--- src/rtl/vga_rx_pkg.sv ---
// shared types and widths for the video receive capture path
// imported by every RTL module of the subsystem

`default_nettype none

package vga_rx_pkg;

    // --------------------
    // fixed widths
    // --------------------
    localparam int ADDRWIDTH  = 7;
    localparam int DATAWIDTH  = 32;
    localparam int PIXWIDTH   = 16;
    localparam int COUNTWIDTH = 16;

    // register map, word addresses
    typedef enum logic [ADDRWIDTH-1:0] {
        REG_RXDATA = 7'd0,
        REG_STATUS = 7'd1,
        REG_CTRL   = 7'd2
    } reg_addr_e;

    // packer waits for the low pixel, then the high pixel
    typedef enum logic {
        PACK_LO = 1'b0,
        PACK_HI = 1'b1
    } pack_state_e;

    // pixel clock domain, one packed word per valid strobe
    typedef struct packed {
        logic                 valid;
        logic [DATAWIDTH-1:0] data;
    } rx_push_t;

    // CTRL register: bits 17..2 threshold, bit 1 flush, bit 0 capture enable
    typedef struct packed {
        logic [COUNTWIDTH-1:0] threshold;
        logic                  flush;
        logic                  capture_en;
    } rx_ctrl_t;

    // STATUS register: count in 15..0, then empty, full, overflow, threshold
    typedef struct packed {
        logic                  thresh_reached;
        logic                  overflow;
        logic                  full;
        logic                  empty;
        logic [COUNTWIDTH-1:0] count;
    } rx_status_t;

endpackage

`default_nettype wire

--- src/rtl/vga_rx_wb_regs.sv ---
// output side of the capture path, a small bus register block
// acks each strobe one cycle later, pops the FIFO on data reads
// and holds the threshold, flush and capture enable controls

`timescale 1ns/1ps
`default_nettype none

module vga_rx_wb_regs
    import vga_rx_pkg::*;
(
    input  wire                  WBs_CLK_i,
    input  wire                  rx_fifo_cntr_rst,
    input  wire  [ADDRWIDTH-1:0] WBs_ADR_i,
    input  wire                  WBs_CYC_i,
    input  wire  [3:0]           WBs_BYTE_STB_i,
    input  wire                  WBs_WE_i,
    input  wire                  WBs_STB_i,
    input  wire  [DATAWIDTH-1:0] WBs_DAT_i,
    input  wire  [DATAWIDTH-1:0] rdata_i,
    input  wire  rx_status_t     status_i,
    output logic [DATAWIDTH-1:0] WBs_DAT_o,
    output logic                 WBs_ACK_o,
    output logic                 pop_o,
    output rx_ctrl_t             ctrl_o
);

    logic                 req;
    logic                 ack_q;
    logic                 pop_q;
    logic [DATAWIDTH-1:0] dat_q;
    logic [DATAWIDTH-1:0] rd_mux;
    reg_addr_e            addr;
    rx_ctrl_t             ctrl_q;
    rx_ctrl_t             wr_ctrl;

    // new bus cycle not yet acknowledged
    assign req     = WBs_CYC_i & WBs_STB_i & ~ack_q;
    assign addr    = reg_addr_e'(WBs_ADR_i);
    assign wr_ctrl = rx_ctrl_t'(WBs_DAT_i[$bits(rx_ctrl_t)-1:0]);

    // --------------------
    // read data mux
    // --------------------
    always_comb
    begin
        rd_mux = '0;
        case (addr)
            REG_RXDATA: if (!status_i.empty) rd_mux = rdata_i;
            REG_STATUS: rd_mux = DATAWIDTH'(status_i);
            // flush always reads back as zero
            REG_CTRL:   rd_mux = DATAWIDTH'({ctrl_q.threshold, 1'b0, ctrl_q.capture_en});
            default:    rd_mux = '0;
        endcase
    end

    // --------------------
    // ack, pop and control
    // --------------------
    always_ff @(posedge WBs_CLK_i or posedge rx_fifo_cntr_rst)
    begin
        if (rx_fifo_cntr_rst)
        begin
            ack_q  <= 1'b0;
            pop_q  <= 1'b0;
            ctrl_q <= '0;
        end
        else
        begin
            ack_q <= req;
            pop_q <= req & ~WBs_WE_i & (addr == REG_RXDATA) & ~status_i.empty;
            if (req && WBs_WE_i && addr == REG_CTRL)
                ctrl_q <= wr_ctrl;
            else
                ctrl_q.flush <= 1'b0;
        end
    end

    // read word for the ack cycle
    always_ff @(posedge WBs_CLK_i)
    begin
        if (req && !WBs_WE_i)
            dat_q <= rd_mux;
    end

    assign WBs_DAT_o = dat_q;
    assign WBs_ACK_o = ack_q;
    assign pop_o     = pop_q;
    assign ctrl_o    = ctrl_q;

endmodule

`default_nettype wire

--- config.mk ---
export PLATFORM = sky130hd
export DESIGN_NAME = vga_rx_wb_regs
export DESIGN_NICKNAME = d
export VERILOG_FILES = /design/src/rtl/vga_rx_pkg.sv /design/src/rtl/vga_rx_wb_regs.sv
export SDC_FILE = /design/constraint.sdc
export NUM_CORES = 1
export LEC_CHECK = 0
export ABC_CLOCK_PERIOD_IN_PS = 4300
export BUFFER_PORTS_ARGS = -buffer_cell sky130_fd_sc_hd__buf_2
export CORE_MARGIN = 3
export CORE_UTILIZATION = 44
export CTS_BUF_LIST = sky130_fd_sc_hd__clkbuf_8
export CTS_CLUSTER_SIZE = 12
export DETAILED_ROUTE_END_ITERATION = 10
export PLACE_DENSITY = 0.83
export SLEW_MARGIN = 20
export SYNTH_ARGS = -nofsm -noshare
export SYNTH_HDL_FRONTEND = slang
export SYNTH_SLANG_ARGS = --single-unit
export TNS_END_PERCENT = 100
--- constraint.sdc ---
create_clock -name WBs_CLK_i -period 4.3 [get_ports WBs_CLK_i]
set_input_delay 0.43 -clock WBs_CLK_i [delete_from_list [all_inputs] [get_ports WBs_CLK_i]]
set_output_delay 0.43 -clock WBs_CLK_i [all_outputs]
set_load 0.05 [all_outputs]
# Word-level counts from Yosys, hierarchy flattened
# Cells that the tools add are included.
# totals
output_inout_bits	52
register_bits	52
# op_classes
bitwise_logic	8
mux	3
n_reduce_logical	5
eq_ne	2
# op_table
operator	count
$pmux W32 S3	1
$mux W32	1
$eq A7 B1 Y1 const B	1
$eq A7 B2 Y1 const B	1
$logic_not A7 Y1	1
$and A1 B1 Y1	5
$logic_and A1 B1 Y1	3
$not A1 Y1	3
$logic_not A1 Y1	1
$mux W1	1

# Logic depth before layout (Yosys ltp)
# depth
depth_word	5
ltp_mapped	6

# Worst setup path before layout
# OpenSTA, ideal clock, no wires.
# synth_timing
path_type	register to register
startpoint	register ack_q (netlist: WBs_ACK_o)
endpoint	register dat_q[0] (netlist: WBs_DAT_o[0]) (enable)
setup_time_ns	0.462
slack_ns	0.914
period_less_slack_ns	3.386
path_stages_with_launch	2
arrival_ns	2.923
n_path_buf	0
cell_sequence	dfrtp_1 -> nor3_1
# synth_between
elab_chain_cells	3
# synth_lines
element	line	rtl
start: declaration	vga_rx_wb_regs.sv:28	logic ack_q;
start signal: assignment	vga_rx_wb_regs.sv:69	ack_q <= req;
$not A1 Y1	vga_rx_wb_regs.sv:37	assign req = WBs_CYC_i & WBs_STB_i & ~ack_q;
$and A1 B1 Y1	vga_rx_wb_regs.sv:37	
$logic_and A1 B1 Y1	vga_rx_wb_regs.sv:81	if (req && !WBs_WE_i)
end signal: assignment	vga_rx_wb_regs.sv:82	dat_q <= rd_mux;
end: declaration	vga_rx_wb_regs.sv:30	logic [DATAWIDTH-1:0] dat_q;
# Every way passes these cells.
# A chain may end at the register's enable or synchronous reset.

# Worst setup path after layout
# layout_timing
startpoint	input port WBs_ADR_i[5]
endpoint	register dat_q[14] (netlist: WBs_DAT_o[14]) (data pin)
# layout_between
elab_chain_cells	2
word_cells_on_any_way	4
classes_between	2 x eq/ne; 1 x mux; 1 x reduce/logical
# layout_lines
element	line	rtl
start: declaration	vga_rx_wb_regs.sv:13	input wire [ADDRWIDTH-1:0] WBs_ADR_i,
$eq A7 B2 Y1 (tied with other cells)	vga_rx_wb_regs.sv:47	case (addr)
$pmux W32 S3 *	vga_rx_wb_regs.sv:47	
via rd_mux[14]	vga_rx_wb_regs.sv:31	logic [DATAWIDTH-1:0] rd_mux;
# The timed path passes the listed nets; every way through them passes the cells marked *.

==> run summary <==
Net count, final = 396
DRT antenna net count = 0
setup violators final = 0
Critical Path AT = 2.09 ns
CTS Buf Count = 5
Cell Area, Synth = 0.00234 mm2
Max clock buf depth = 2
Async SR Flop Fraction = 38.5%
Overall Power = 980 uW
CTS H-tree lvls = 2
number of fill cells = 401
sw power = 228 uW
YS warnings = 0
final wirelength = 5.82 mm
DIE HEIGHT = 79 um
share of cells above drive strength 1 = 56.6%
largest net degree at the start of global routing = 34
Startpoint Class = primary input
combinational power share = 10.2%
status = completed
Main synth FF type = edfxtp_1
internal power = 752 uW
Tcrit/Tclk final = 44.5%
max_cap viols = 0
Final Skew = 0.0103 ns
sequential fraction of the synthesis area = 62.3%
worst path buffer plus inverter count = 2
Fmax = 523 MHz
Reg area = 0.00146 mm2
pwr/cell area = 309 mW/mm2
clock latency at the later pin of the worst-skew pair = 0.30 ns
CP cell instances = buf_2, or3_4, nor4b_4, buf_4, a221o_1
CTS Sinks = 52
Synth area leader = edfxtp_1
post-synthesis cell count = 164
Worst Tran Pin Value = 0.790 ns
Flop pwr share = 55.0%
DIE AREA = 0.00624 mm2
Worst Path Required = 4.47 ns
Mapped Nets = 264
max-slew violation count = 0
critical path depth = 5
first-pass GRT wire length = 8.97 mm
most common cell after layout, fill and taps aside = buf_2
post-synth cell types = 27
total negative slack = 0 ns
Multi-input gate area = 764 um2
via/cell ratio = 4.95
port bufs = 133
Post-DP HPWL = 4.41 mm
initial antenna violation count = 0
worst-path maximum fanout = 26
post-layout util = 64.2%
VDD IR max = 138 uV
Antenna diodes = 0
cell row count = 25
unrepaired setup endpoints after global routing = no
grt total ovfl = 0
worst hold slack = 0.255 ns
Placeable Area = 0.00494 mm2
Crit. End Element = flop
1st-iter DRT viols = 135
Area contributors post-synth = edfxtp_1 (41%), dfrtp_1 (21%), a221o_1 (6.8%)
CTS tree = yes
Max-Slew Margin vs Limit = 47.3%
worst min-delay path class = in -> async
hold_buf cts = 0
reg2reg path depth = 3
die width = 79 um
Worst Path Class, Setup = in -> reg
wire per inst = 16.0 um
number of synthesized register bits = 52
Clock Tree Root = clkbuf_8
minimum clock period = 1.91 ns
first-pass iteration count of the detailed router = 4
crit-path max cell delay = 0.51 ns
I/O Pins = 152
CTS-repair resized insts = 0
Clock Pin Slew Worst Setup and Hold Paths = 0.10 ns
Tot GR Track Use = 18.7%
vias in the first global route = 1774
gpl congestion = 0.695
leakage power = 1.69 nW
Final Hold Viols = 0
Syn Area/Cell = 14.3 um2
CP delay by family, top = simple AND/OR/NAND/NOR gates
switch share = 23.3%
layout overhead on the synthesized area = 35.3%
# DRC = 0
detailed-route via count = 1802
number of flops mapped to enable cells by yosys = 32
setup bufs post-CTS = 0
Clock power frac = 34.7%
Yosys top cell area share = 41.0%
initial core utilization = 47.4%
slowest library cell on the worst path = or3_4
most frequent cells in the layout = buf_2 (133), edfxtp_1 (32), dfrtp_1 (20)
## state kept, by name, summed over array words and instances (netlist names)
signal / flops
WBs_ACK_o: 1
WBs_DAT_o: 32
ctrl_o: 18
pop_o: 1
## worst reg2reg max path: stages (launching register included)
cell      delay (ns)
dfrtp_1         0.42
and4b_1         0.33
nand3b_4        0.30
mux2_4          0.39
## stage by stage
stage,setup WS [ns],cell area [um2],std cells
2_1_floorplan,0.914,2340,164
3_3_place_gp,2.06,3060,356
3_5_place_dp,2.04,3060,356
4_1_cts,2.37,3170,364
5_1_grt,2.28,3170,364
6_report,2.39,3170,364
## cells in the mapped netlist (2+ instances only)
cell type / n
clkbuf_1: 3
buf_6: 2
inv_1: 16
mux2_4: 10
dfrtp_1: 20
nand2_1: 3
a32o_1: 3
and2_1: 13
nor2_1: 2
nor3_1: 17
nor4b_4: 2
mux2_2: 7
a221o_1: 16
edfxtp_1: 32
buf_2: 6
## area by class of cell
type                    instances  area share (%)
inverters                      16            1.89
clock buffers                   5            2.17
flip-flops and latches         52            46.1
well taps                      67            2.64
repair buffers                136            21.7
clock inverters                 3            1.46
multi-input cells              85            24.1
## power by group through the flow
| stage | Sequential, mW | Combinational, mW | Clock (mW) |
|---|---|---|---|
| 2_1_floorplan | 0.575 | 0.0268 | 0 |
| 3_3_place_gp | 0.550 | 0.0996 | 0 |
| 3_5_place_dp | 0.550 | 0.101 | 0 |
| 4_1_cts | 0.539 | 0.102 | 0.349 |
| 5_1_grt | 0.540 | 0.110 | 0.375 |
| 6_report | 0.539 | 0.100 | 0.340 |
## logic make-up (layout without fill, tap and decap cells)
family	count (synthesis)	after routing	synth area share [%]
flip-flops	52	52	62.3
buffers and inverters	27	160	5.28
multiplexers	17	17	9.77
AO/OA/AOI/OAI	21	21	8.75
AND/OR/NAND/NOR	47	47	13.9
## worst paths after layout
path                            endpoint        startpoint  slack (ns)
min                           ctrl_o[11]  rx_fifo_cntr_rst        0.25
max                        WBs_DAT_o[14]      WBs_ADR_i[5]        2.39
min in group WBs_CLK_i         ctrl_o[5]      WBs_DAT_i[5]        0.35
min reg2reg                    WBs_ACK_o         WBs_ACK_o        0.50
max in group asynchronous      ctrl_o[2]  rx_fifo_cntr_rst        3.54
max reg2reg                    ctrl_o[2]         WBs_ACK_o        2.74
## routing by layer
layer / GRT usage, % / vias up / share of wire (%) / wire length, um
met1: 24.3 / 832 / 41 / 2360
met3: 3.51 / 5 / 8.9 / 517
li1: - / 874 / - / -
met5: 0 / - / 0 / 0
met2: 32.2 / 91 / 49 / 2880
met4: 4.64 / 0 / 0.96 / 56
Note: power is estimated with default switching activity, not from simulation.
