[src/rtl/vga_rx_pkg.sv]
// shared types and widths for the video receive capture path
// imported by every RTL module of the subsystem

`default_nettype none

package vga_rx_pkg;

    // --------------------
    // fixed widths
    // --------------------
    localparam int ADDRWIDTH  = 7;
    localparam int DATAWIDTH  = 32;
    localparam int PIXWIDTH   = 16;
    localparam int COUNTWIDTH = 16;

    // register map, word addresses
    typedef enum logic [ADDRWIDTH-1:0] {
        REG_RXDATA = 7'd0,
        REG_STATUS = 7'd1,
        REG_CTRL   = 7'd2
    } reg_addr_e;

    // packer waits for the low pixel, then the high pixel
    typedef enum logic {
        PACK_LO = 1'b0,
        PACK_HI = 1'b1
    } pack_state_e;

    // pixel clock domain, one packed word per valid strobe
    typedef struct packed {
        logic                 valid;
        logic [DATAWIDTH-1:0] data;
    } rx_push_t;

    // CTRL register: bits 17..2 threshold, bit 1 flush, bit 0 capture enable
    typedef struct packed {
        logic [COUNTWIDTH-1:0] threshold;
        logic                  flush;
        logic                  capture_en;
    } rx_ctrl_t;

    // STATUS register: count in 15..0, then empty, full, overflow, threshold
    typedef struct packed {
        logic                  thresh_reached;
        logic                  overflow;
        logic                  full;
        logic                  empty;
        logic [COUNTWIDTH-1:0] count;
    } rx_status_t;

endpackage

`default_nettype wire

[src/rtl/vga_pixel_packer.sv]
// input side of the capture path, runs on the pixel clock
// packs two RGB565 pixels into one 32-bit word, first pixel in the low half
// capture enable comes from the bus domain and is resynchronized here

`timescale 1ns/1ps
`default_nettype none

module vga_pixel_packer
    import vga_rx_pkg::*;
(
    input  wire                 PCLK_i,
    input  wire                 rx_fifo_cntr_rst,
    input  wire  [PIXWIDTH-1:0] pixel_i,
    input  wire                 pixel_valid_i,
    input  wire                 vsync_i,
    input  wire                 capture_en_i,
    output rx_push_t            push_o
);

    logic [1:0]           en_sync_q;
    logic                 capture_on;
    pack_state_e          state_q;
    logic                 push_valid_q;
    logic [PIXWIDTH-1:0]  low_pix_q;
    logic [DATAWIDTH-1:0] push_data_q;

    // --------------------
    // enable synchronizer
    // --------------------
    always_ff @(posedge PCLK_i or posedge rx_fifo_cntr_rst)
    begin
        if (rx_fifo_cntr_rst)
            en_sync_q <= 2'b00;
        else
            en_sync_q <= {en_sync_q[0], capture_en_i};
    end

    assign capture_on = en_sync_q[1];

    // --------------------
    // pixel pair FSM
    // --------------------
    always_ff @(posedge PCLK_i or posedge rx_fifo_cntr_rst)
    begin
        if (rx_fifo_cntr_rst)
        begin
            state_q      <= PACK_LO;
            push_valid_q <= 1'b0;
        end
        else
        begin
            push_valid_q <= 1'b0;
            // frame start or disabled capture drops any half word
            if (vsync_i || !capture_on)
                state_q <= PACK_LO;
            else if (pixel_valid_i)
            begin
                case (state_q)
                    PACK_LO: state_q <= PACK_HI;
                    PACK_HI:
                    begin
                        state_q      <= PACK_LO;
                        push_valid_q <= 1'b1;
                    end
                    default: state_q <= PACK_LO;
                endcase
            end
        end
    end

    // payload, qualified by the strobe above
    always_ff @(posedge PCLK_i)
    begin
        if (pixel_valid_i && state_q == PACK_LO)
            low_pix_q <= pixel_i;
        if (pixel_valid_i && state_q == PACK_HI)
            push_data_q <= {pixel_i, low_pix_q};
    end

    assign push_o = '{valid: push_valid_q, data: push_data_q};

endmodule

`default_nettype wire

[config.mk]
export PLATFORM = sky130hd
export DESIGN_NAME = vga_pixel_packer
export DESIGN_NICKNAME = d
export VERILOG_FILES = /design/src/rtl/vga_rx_pkg.sv /design/src/rtl/vga_pixel_packer.sv
export SDC_FILE = /design/constraint.sdc
export NUM_CORES = 1
export LEC_CHECK = 0
export BUFFER_PORTS_ARGS = -buffer_cell sky130_fd_sc_hd__buf_2
export CORE_UTILIZATION = 40
export DETAILED_ROUTE_END_ITERATION = 16
export HOLD_SLACK_MARGIN = 0.08
export PLACE_DENSITY = 0.67
export SLEW_MARGIN = 20
export SYNTH_ARGS = -nofsm -noshare
export SYNTH_HDL_FRONTEND = slang
export SYNTH_SLANG_ARGS = --single-unit
[constraint.sdc]
create_clock -name PCLK_i -period 3.38 [get_ports PCLK_i]
set_input_delay 0.338 -clock PCLK_i [delete_from_list [all_inputs] [get_ports PCLK_i]]
set_output_delay 0.338 -clock PCLK_i [all_outputs]
set_load 0.1 [all_outputs]
* Word-level counts from Yosys, hierarchy flattened
Cells that the tools add are included.
W data, S select, Z words.
** Operators by class
- Add/sub/neg operators :: 0
- Multipliers :: 0
- Divide/modulo/power cells :: 0
- $lt $le $gt $ge :: 0
- Equality and inequality tests :: 0
- Shift operators :: 0
- Mux-type cells :: 6
- Bitwise operators :: 1
- Reductions and logical operators :: 5
** Operators with widths (count)
- $mux W1 :: 5
- $logic_and A1 B1 Y1 :: 2
- $pmux W1 S2 :: 1
- $reduce_bool A2 Y1 :: 1
- $logic_not A1 Y1 :: 1
- $logic_or A1 B1 Y1 :: 1
- $not A1 Y1 :: 1
** Word-level totals
- Bits in registers :: 52
- Bits in latches :: 0
- Bits in writable memories :: 0
- Memory bits (read-only) :: 0
- Input port bits :: 21
- Output and inout port bits :: 33
- Word-level logic and storage cells :: 17
- Memories kept :: 0

* Depth between registers and ports, before layout
Gate-level depths: netlist of run 1.
- Word-level depth :: 4
- Gate-level depth with buffers :: 2
- Mapped depth without buffers :: 2

* Worst setup path after synthesis of run 1
Ideal clock, no wire load.
- Path type :: flip-flop to output port
- Start :: register push_data_q[0]
- End :: output port push_o[0] (netlist name)
- Arrival time :: 0.904 ns
- Data required time :: 3.042 ns
- Setup slack :: 2.138 ns
- Cell stages (with the launch flop) :: 1
- Buffers on the path :: 0
- Cells stage by stage :: edfxtp_1
** RTL lines
- start, declared :: line vga_pixel_packer.sv:25 : logic [DATAWIDTH-1:0] push_data_q;
- start signal, assigned :: line vga_pixel_packer.sv:77 : push_data_q <= {pixel_i, low_pix_q};
- end, declared :: line vga_pixel_packer.sv:17 : output rx_push_t push_o
No word-level cell between the ends.

* Worst setup path after layout of run 1
- Start :: register push_data_q[15]
- End :: output port push_o[15] (netlist name)
No word-level cell between the ends.

==> results of run 1 <==
## path summary, 6_finish.rpt
path | slack [ns] | cells past startpoint | to
hold reg to reg | 0.37 | 0 | en_sync_q[1]
hold / removal | 0.14 | 1 | en_sync_q[0]
min in group asynchronous | 0.46 | 3 | en_sync_q[0]
setup reg to reg | 2.19 | 1 | low_pix_q[5]
setup / recovery | 1.97 | 1 | push_o[15]
max in group asynchronous | 2.78 | 3 | push_valid_q
## report_power, final
group	total [mW]	switching [mW]	internal, mW
sequential	0.734	0.00547	0.729
combinational	0.0930	0.0763	0.0167
clock	0.411	0.188	0.223
total	1.24	0.270	0.968
## cell families (layout without fill, tap and decap cells)
kind of cell,Yosys count,in the layout,synth area share
xor+xnor,1,1,0.005474
buf+inv,2,63,0.007036
flops,52,52,0.9633
simple gates,4,4,0.02424
## through the flow
| stage | utilization | cells |
|---|---|---|
| floorplan | - | 59 |
| global placement | 0.5124 | 159 |
| detailed placement | 0.5124 | 159 |
| CTS | 0.5458 | 168 |
| global route | 0.5458 | 168 |
| finish | 0.5458 | 168 |
## routing by layer
metal | up-vias | routed length (µm)
met2 | 36 | 1081
met3 | 5 | 214
met1 | 339 | 822
li1 | 348 | -
met4 | 0 | 39
met5 | - | 0
## Yosys cell counts
| cell | instances | area, µm² |
|---|---|---|
| and2_4 | 1 | 8.760 |
| edfxtp_1 | 48 | 1441 |
| nor3b_2 | 1 | 12.51 |
| xnor2_1 | 1 | 8.760 |
| dfrtp_1 | 4 | 100.1 |
| and2b_2 | 1 | 8.760 |
| and3b_1 | 1 | 8.760 |
| buf_4 | 1 | 7.510 |
| inv_1 | 1 | 3.750 |
## registers in the layout, summed over array words and instances (netlist names)
name / cells
low_pix_q: 16
en_sync_q: 2
push_valid_q: 1
push_data_q: 32
state_q: 1
## placed cells by master (no fill, tap or decap)
master / instances
inv_6: 1
edfxtp_1: 48
xnor2_1: 1
clkinvlp_4: 1
clkbuf_8: 5
inv_1: 1
dlygate4sd3_1: 1
bufinv_16: 1
buf_2: 53
and2_4: 1
and3b_1: 1
and2b_2: 1
dfrtp_1: 4
nor3b_2: 1
## layout make-up
| class | instances | area, µm² | share of cell area |
|---|---|---|---|
| timing repair buffer | 54 | 275.3 | 0.1347 |
| multi-input combinational | 5 | 47.55 | 0.02327 |
| tap | 48 | 60.06 | 0.02939 |
| clock buffer | 5 | 68.82 | 0.03368 |
| sequential | 52 | 1541 | 0.7544 |
| clock inverter | 3 | 46.29 | 0.02266 |
| inverter | 1 | 3.754 | 0.001837 |
==> reports/results.tsv, run 1 <==
stage	metric	value	unit
sta	finalHoldViolCount	0	
synth	netlist_instances	59	
sta	drv_slew	0	
power	total_power	1.238	mW
route	dr_total_vias	728	
sta	min_period	1.413	ns
synth	syn_area	1600	µm²
setup_path	slowest_stage	buf_2	
synth	yosysSeqAreaShare	0.9633	
sta	layout_setup_ws	1.967	ns
floorplan	rows	22	
floorplan	dieArea	4258	µm²
sta	fmax	707.8	MHz
floorplan	core_area	3744	µm²
setup_path	required	3.04	ns
cells_and_area	drive_gt1_frac	0.5333	
cells_and_area	finalInstanceArea	2043	µm²
floorplan	die_width	65.25	µm
sta	worst_pin_slew	0.4914	ns
grt	grt_pass1_vias	682	
worst_hold_path	hp-class	input port to flip-flop	
outcome	status	completed	
sta	rsz0062_at_grt	no	
placed_design	dp_hpwl	1565	µm
placed_design	place_area	1918	µm²
cells_and_area	nets	140	
clocking	clockRootBuffer	clkbuf_8	
grt	use_met1	0.1078	
setup_path	critPathArrivalTime	1.07	ns
cells_and_area	antenna_cells	0	
setup_path	end_kind	output pin	
clocking	cts.path.max_buffers	2	
synth	synth-seq-cells	52	
synth	yosys_warnings	0	
clocking	cts_resized	0	
setup_path	critPathBufInv	1	
placed_design	dp_slack	2.147	ns
grt	grt-ovfl-total	0	
cells_and_area	fill_cells	320	
cells_and_area	area_delta_synth_final	27.68	%
grt	antenna_found_initial	0	
synth	yosysUniqueCellTypes	9	
sta	finalCritPeriodShare	0.4180	
grt	grt_max_degree	34	
sta	final.setup.tns	0	ns
setup_path	cp-startpoint	push_data_q[15]	
clocking	cts_setup_buffers	0	
setup_path	r2r-start	state_q	
power	vdd_drop_max	0.3895	mV
clocking	cts_hold_buffers	1	
grt	grt_util_met2	0.1791	
clocking	cts_tree	built	
setup_path	path_class	flip-flop to output pin	
clocking	clkTransAtPathRegs	0.08	ns
floorplan	io_pins	54	
route	wl_per_cell	12.84	µm
route	drt_drc_violations_left	0	
route	postRouteAntennaNets	0	
grt	grtUsageTotal	0.1077	
power	leakage	0.7914	nW
route	wl	2157	µm
clocking	cts_buffers	5	
worst_hold_path	hold_path.startpoint	capture_en_i	
sta	timing.hold.ws	0.1433	ns
grt	grt-busiest-layer	met2	
setup_path	cp-start-kind	flip-flop	
sta	maxSlewHeadroom	0.6746	
sta	finClkSkew	0.001707	ns
setup_path	cpPeakStageDelay	0.43	ns
setup_path	cp_cell_sequence	buf_2	
sta	setup_violations	0	
synth	avgSynthCellArea	27.12	µm²
route	dr.pass1.iters	4	
power	p_per_area	605.9	nW/µm²
setup_path	critPathTopFamily	buffers and inverters	
placed_design	gp_congestion	0.7047	
placed_design	portBuffers	53	
floorplan	die_y	65.25	µm
synth	synth_nets	80	
grt	grt_pass1_wl	3084	µm
clocking	htreeDepth	2	
route	via_per_inst	4.333	
job	drv_cap	0	
floorplan	initial_core_util	0.4275	
setup_path	path_max_fanout	1	
grt	met3_usage	0.06250	
clocking	clkLatencyLatePin	0.29	ns
route	initialDrtViolationCount	19	
clocking	cts_num_sinks	52	
No activity file was read; power rests on OpenSTA's default activity.
==> run 2: changes to the inputs <==
- PLACE_DENSITY: 0.67 -> 0.69
- clock period: 3.38 -> 1.2 ns (I/O delays scaled with it)
==> run 2 against run 1 <==
  * Largest cell class unchanged
  * Combinational power increased to 3.5 times the previous value
  * Clock skew up 0.0026 ns
  * Highest routed layer unchanged
  * Routed wire length rose by 16%
  * Die area stayed put
  * Sequential power rose to 2.8 times the previous value
  * Register-to-register slack worse by 2.1 ns
  * Non-clock buffer count increased by 21
  * Largest power group unchanged
==> reports/results.tsv, run 2 (synthesis results as in run 1) <==
stage	metric	value	unit
cells_and_area	layout.cells.most_common	edfxtp_1	
grt	grt-ovfl-total	0	
clocking	clockRootBuffer	clkbuf_8	
setup_path	path_max_fanout	1	
setup_path	r2r-start	state_q	
sta	worst_pin_slew	0.4855	ns
route	initialDrtViolationCount	14	
clocking	clkLatencyLatePin	0.29	ns
cells_and_area	fin_util	0.6113	
outcome	status	completed	
grt	use_met1	0.1267	
grt	grt_pass1_wl	3636	µm
placed_design	portBuffers	53	
job	drv_cap	0	
cells_and_area	antenna_cells	0	
clocking	clkTransAtPathRegs	0.08	ns
grt	grt_max_degree	20	
clocking	htreeDepth	2	
clocking	cts_buffers	5	
floorplan	dieArea	4258	µm²
cells_and_area	top_regs	push_data_q: 32 flops, low_pix_q: 16 flops, en_sync_q: 2 flops	
route	wl	2495	µm
cells_and_area	area_delta_synth_final	43.00	%
setup_path	slowest_stage	buf_2	
sta	min_period	1.185	ns
placed_design	dp_slack	0.03075	ns
grt	grt_util_met2	0.2191	
cells_and_area	fill_cells	293	
setup_path	cpPeakStageDelay	0.42	ns
power	p_per_area	1473	nW/µm²
route	dr.pass1.iters	4	
floorplan	die_width	65.25	µm
grt	met3_usage	0.06076	
sta	drv_slew	0	
setup_path	cp_cell_sequence	buf_2	
setup_path	cp-start-kind	flip-flop	
cells_and_area	nets	161	
clocking	cts.path.max_buffers	2	
sta	fmax	843.7	MHz
route	wl_per_cell	13.20	µm
setup_path	critPathTopFamily	buffers and inverters	
clocking	cts_setup_buffers	0	
floorplan	core_area	3744	µm²
cells_and_area	layout_common_cells	48 x edfxtp_1, 38 x buf_2, 19 x dlygate4sd3_1, 11 x clkbuf_4, 6 x clkbuf_8	
sta	maxSlewHeadroom	0.6786	
setup_path	required	1.08	ns
setup_path	critPathArrivalTime	1.07	ns
cells_and_area	largest_register_ffs	32	
floorplan	rows	22	
grt	grt-busiest-layer	met2	
cells_and_area	drive_gt1_frac	0.4681	
setup_path	end_kind	output pin	
sta	finalCritPeriodShare	0.9877	
grt	grtUsageTotal	0.1251	
clocking	cts_num_sinks	52	
route	drt_drc_violations_left	0	
worst_hold_path	hold_path.startpoint	pixel_valid_i	
route	postRouteAntennaNets	0	
setup_path	path_class	flip-flop to output pin	
route	via_per_inst	4.275	
setup_path	cp-startpoint	push_data_q[30]	
power	leakage	0.8887	nW
cells_and_area	top_register	push_data_q	
floorplan	io_pins	54	
floorplan	initial_core_util	0.4275	
placed_design	gp_congestion	0.6797	
sta	final.setup.tns	0	ns
sta	setup_violations	0	
clocking	cts_tree	built	
power	vdd_drop_max	0.9975	mV
grt	antenna_found_initial	0	
sta	layout_setup_ws	0.01472	ns
sta	finClkSkew	0.004338	ns
grt	grt_pass1_vias	802	
worst_hold_path	hp-class	input port to flip-flop	
floorplan	die_y	65.25	µm
route	dr_total_vias	808	
sta	finalHoldViolCount	0	
setup_path	critPathBufInv	1	
run 2: cell count changes in the layout (fill, tap and decap cells not counted), moves of 2 or more:
cell / previous run / this run
dlygate4sd3_1: 1 / 19
buf_2: 53 / 38
clkbuf_4: 0 / 11
buf_4: 0 / 5
buf_12: 0 / 2
run 2: power by group:
part | switching, mW | internal (mW)
clock network | 0.505 | 0.468
registers | 0.0161 | 2.05
logic | 0.226 | 0.102
run 2: cell type report:
type	instances	area [µm²]	share of cell area
tap	48	60.06	0.02624
clock inverter	1	7.507	0.003280
inverter	1	3.754	0.001640
clock buffer	7	86.33	0.03773
multi-input combinational	5	48.80	0.02132
sequential	52	1541	0.6736
timing repair buffer	75	540.5	0.2362
run 2: routing by layer:
layer | share of wire | vias up
met1 | 0.37 | 381
met2 | 0.56 | 36
met5 | 0 | -
met3 | 0.071 | 2
met4 | 0.0060 | 0
li1 | - | 389
run 2: worst reg2reg max path, cell delays in order (launching register included):
cell and delay, ns:
dfrtp_1 0.38, buf_4 0.14, and2_4 0.15, buf_12 0.15, and3b_1 0.18
run 2: repair_timing:
item | CTS | global route
hold buffers | 19 | 0
gates resized for setup | 4 | 12
setup endpoints to repair | 4 | 27
endpoints found under the hold margin | 38 | 0
run 2: final timing paths:
| path | depth (start not counted) | slack, ns | endpoint |
|---|---|---|---|
| min in group asynchronous | 3 | 0.24 | push_valid_q |
| worst min-delay path | 3 | 0.16 | state_q |
| worst max register to register | 4 | 0.11 | push_valid_q |
| max in group asynchronous | 3 | 0.80 | en_sync_q[0] |
| worst max-delay path | 1 | 0.01 | push_o[30] |
| worst min register to register | 0 | 0.36 | en_sync_q[1] |
run 2: metrics by stage:
stage | cells | hold slack, ns | instance area [µm²] | power, mW
6_report | 189 | 0.1622 | 2288 | 3.370
3_3_place_gp | 162 | -0.003876 | 1966 | 2.378
3_5_place_dp | 162 | 0.01918 | 1966 | 2.385
5_1_grt | 189 | 0.1804 | 2288 | 3.487
4_1_cts | 189 | 0.1471 | 2260 | 3.400
2_1_floorplan | 59 | -0.1139 | 1600 | 2.300
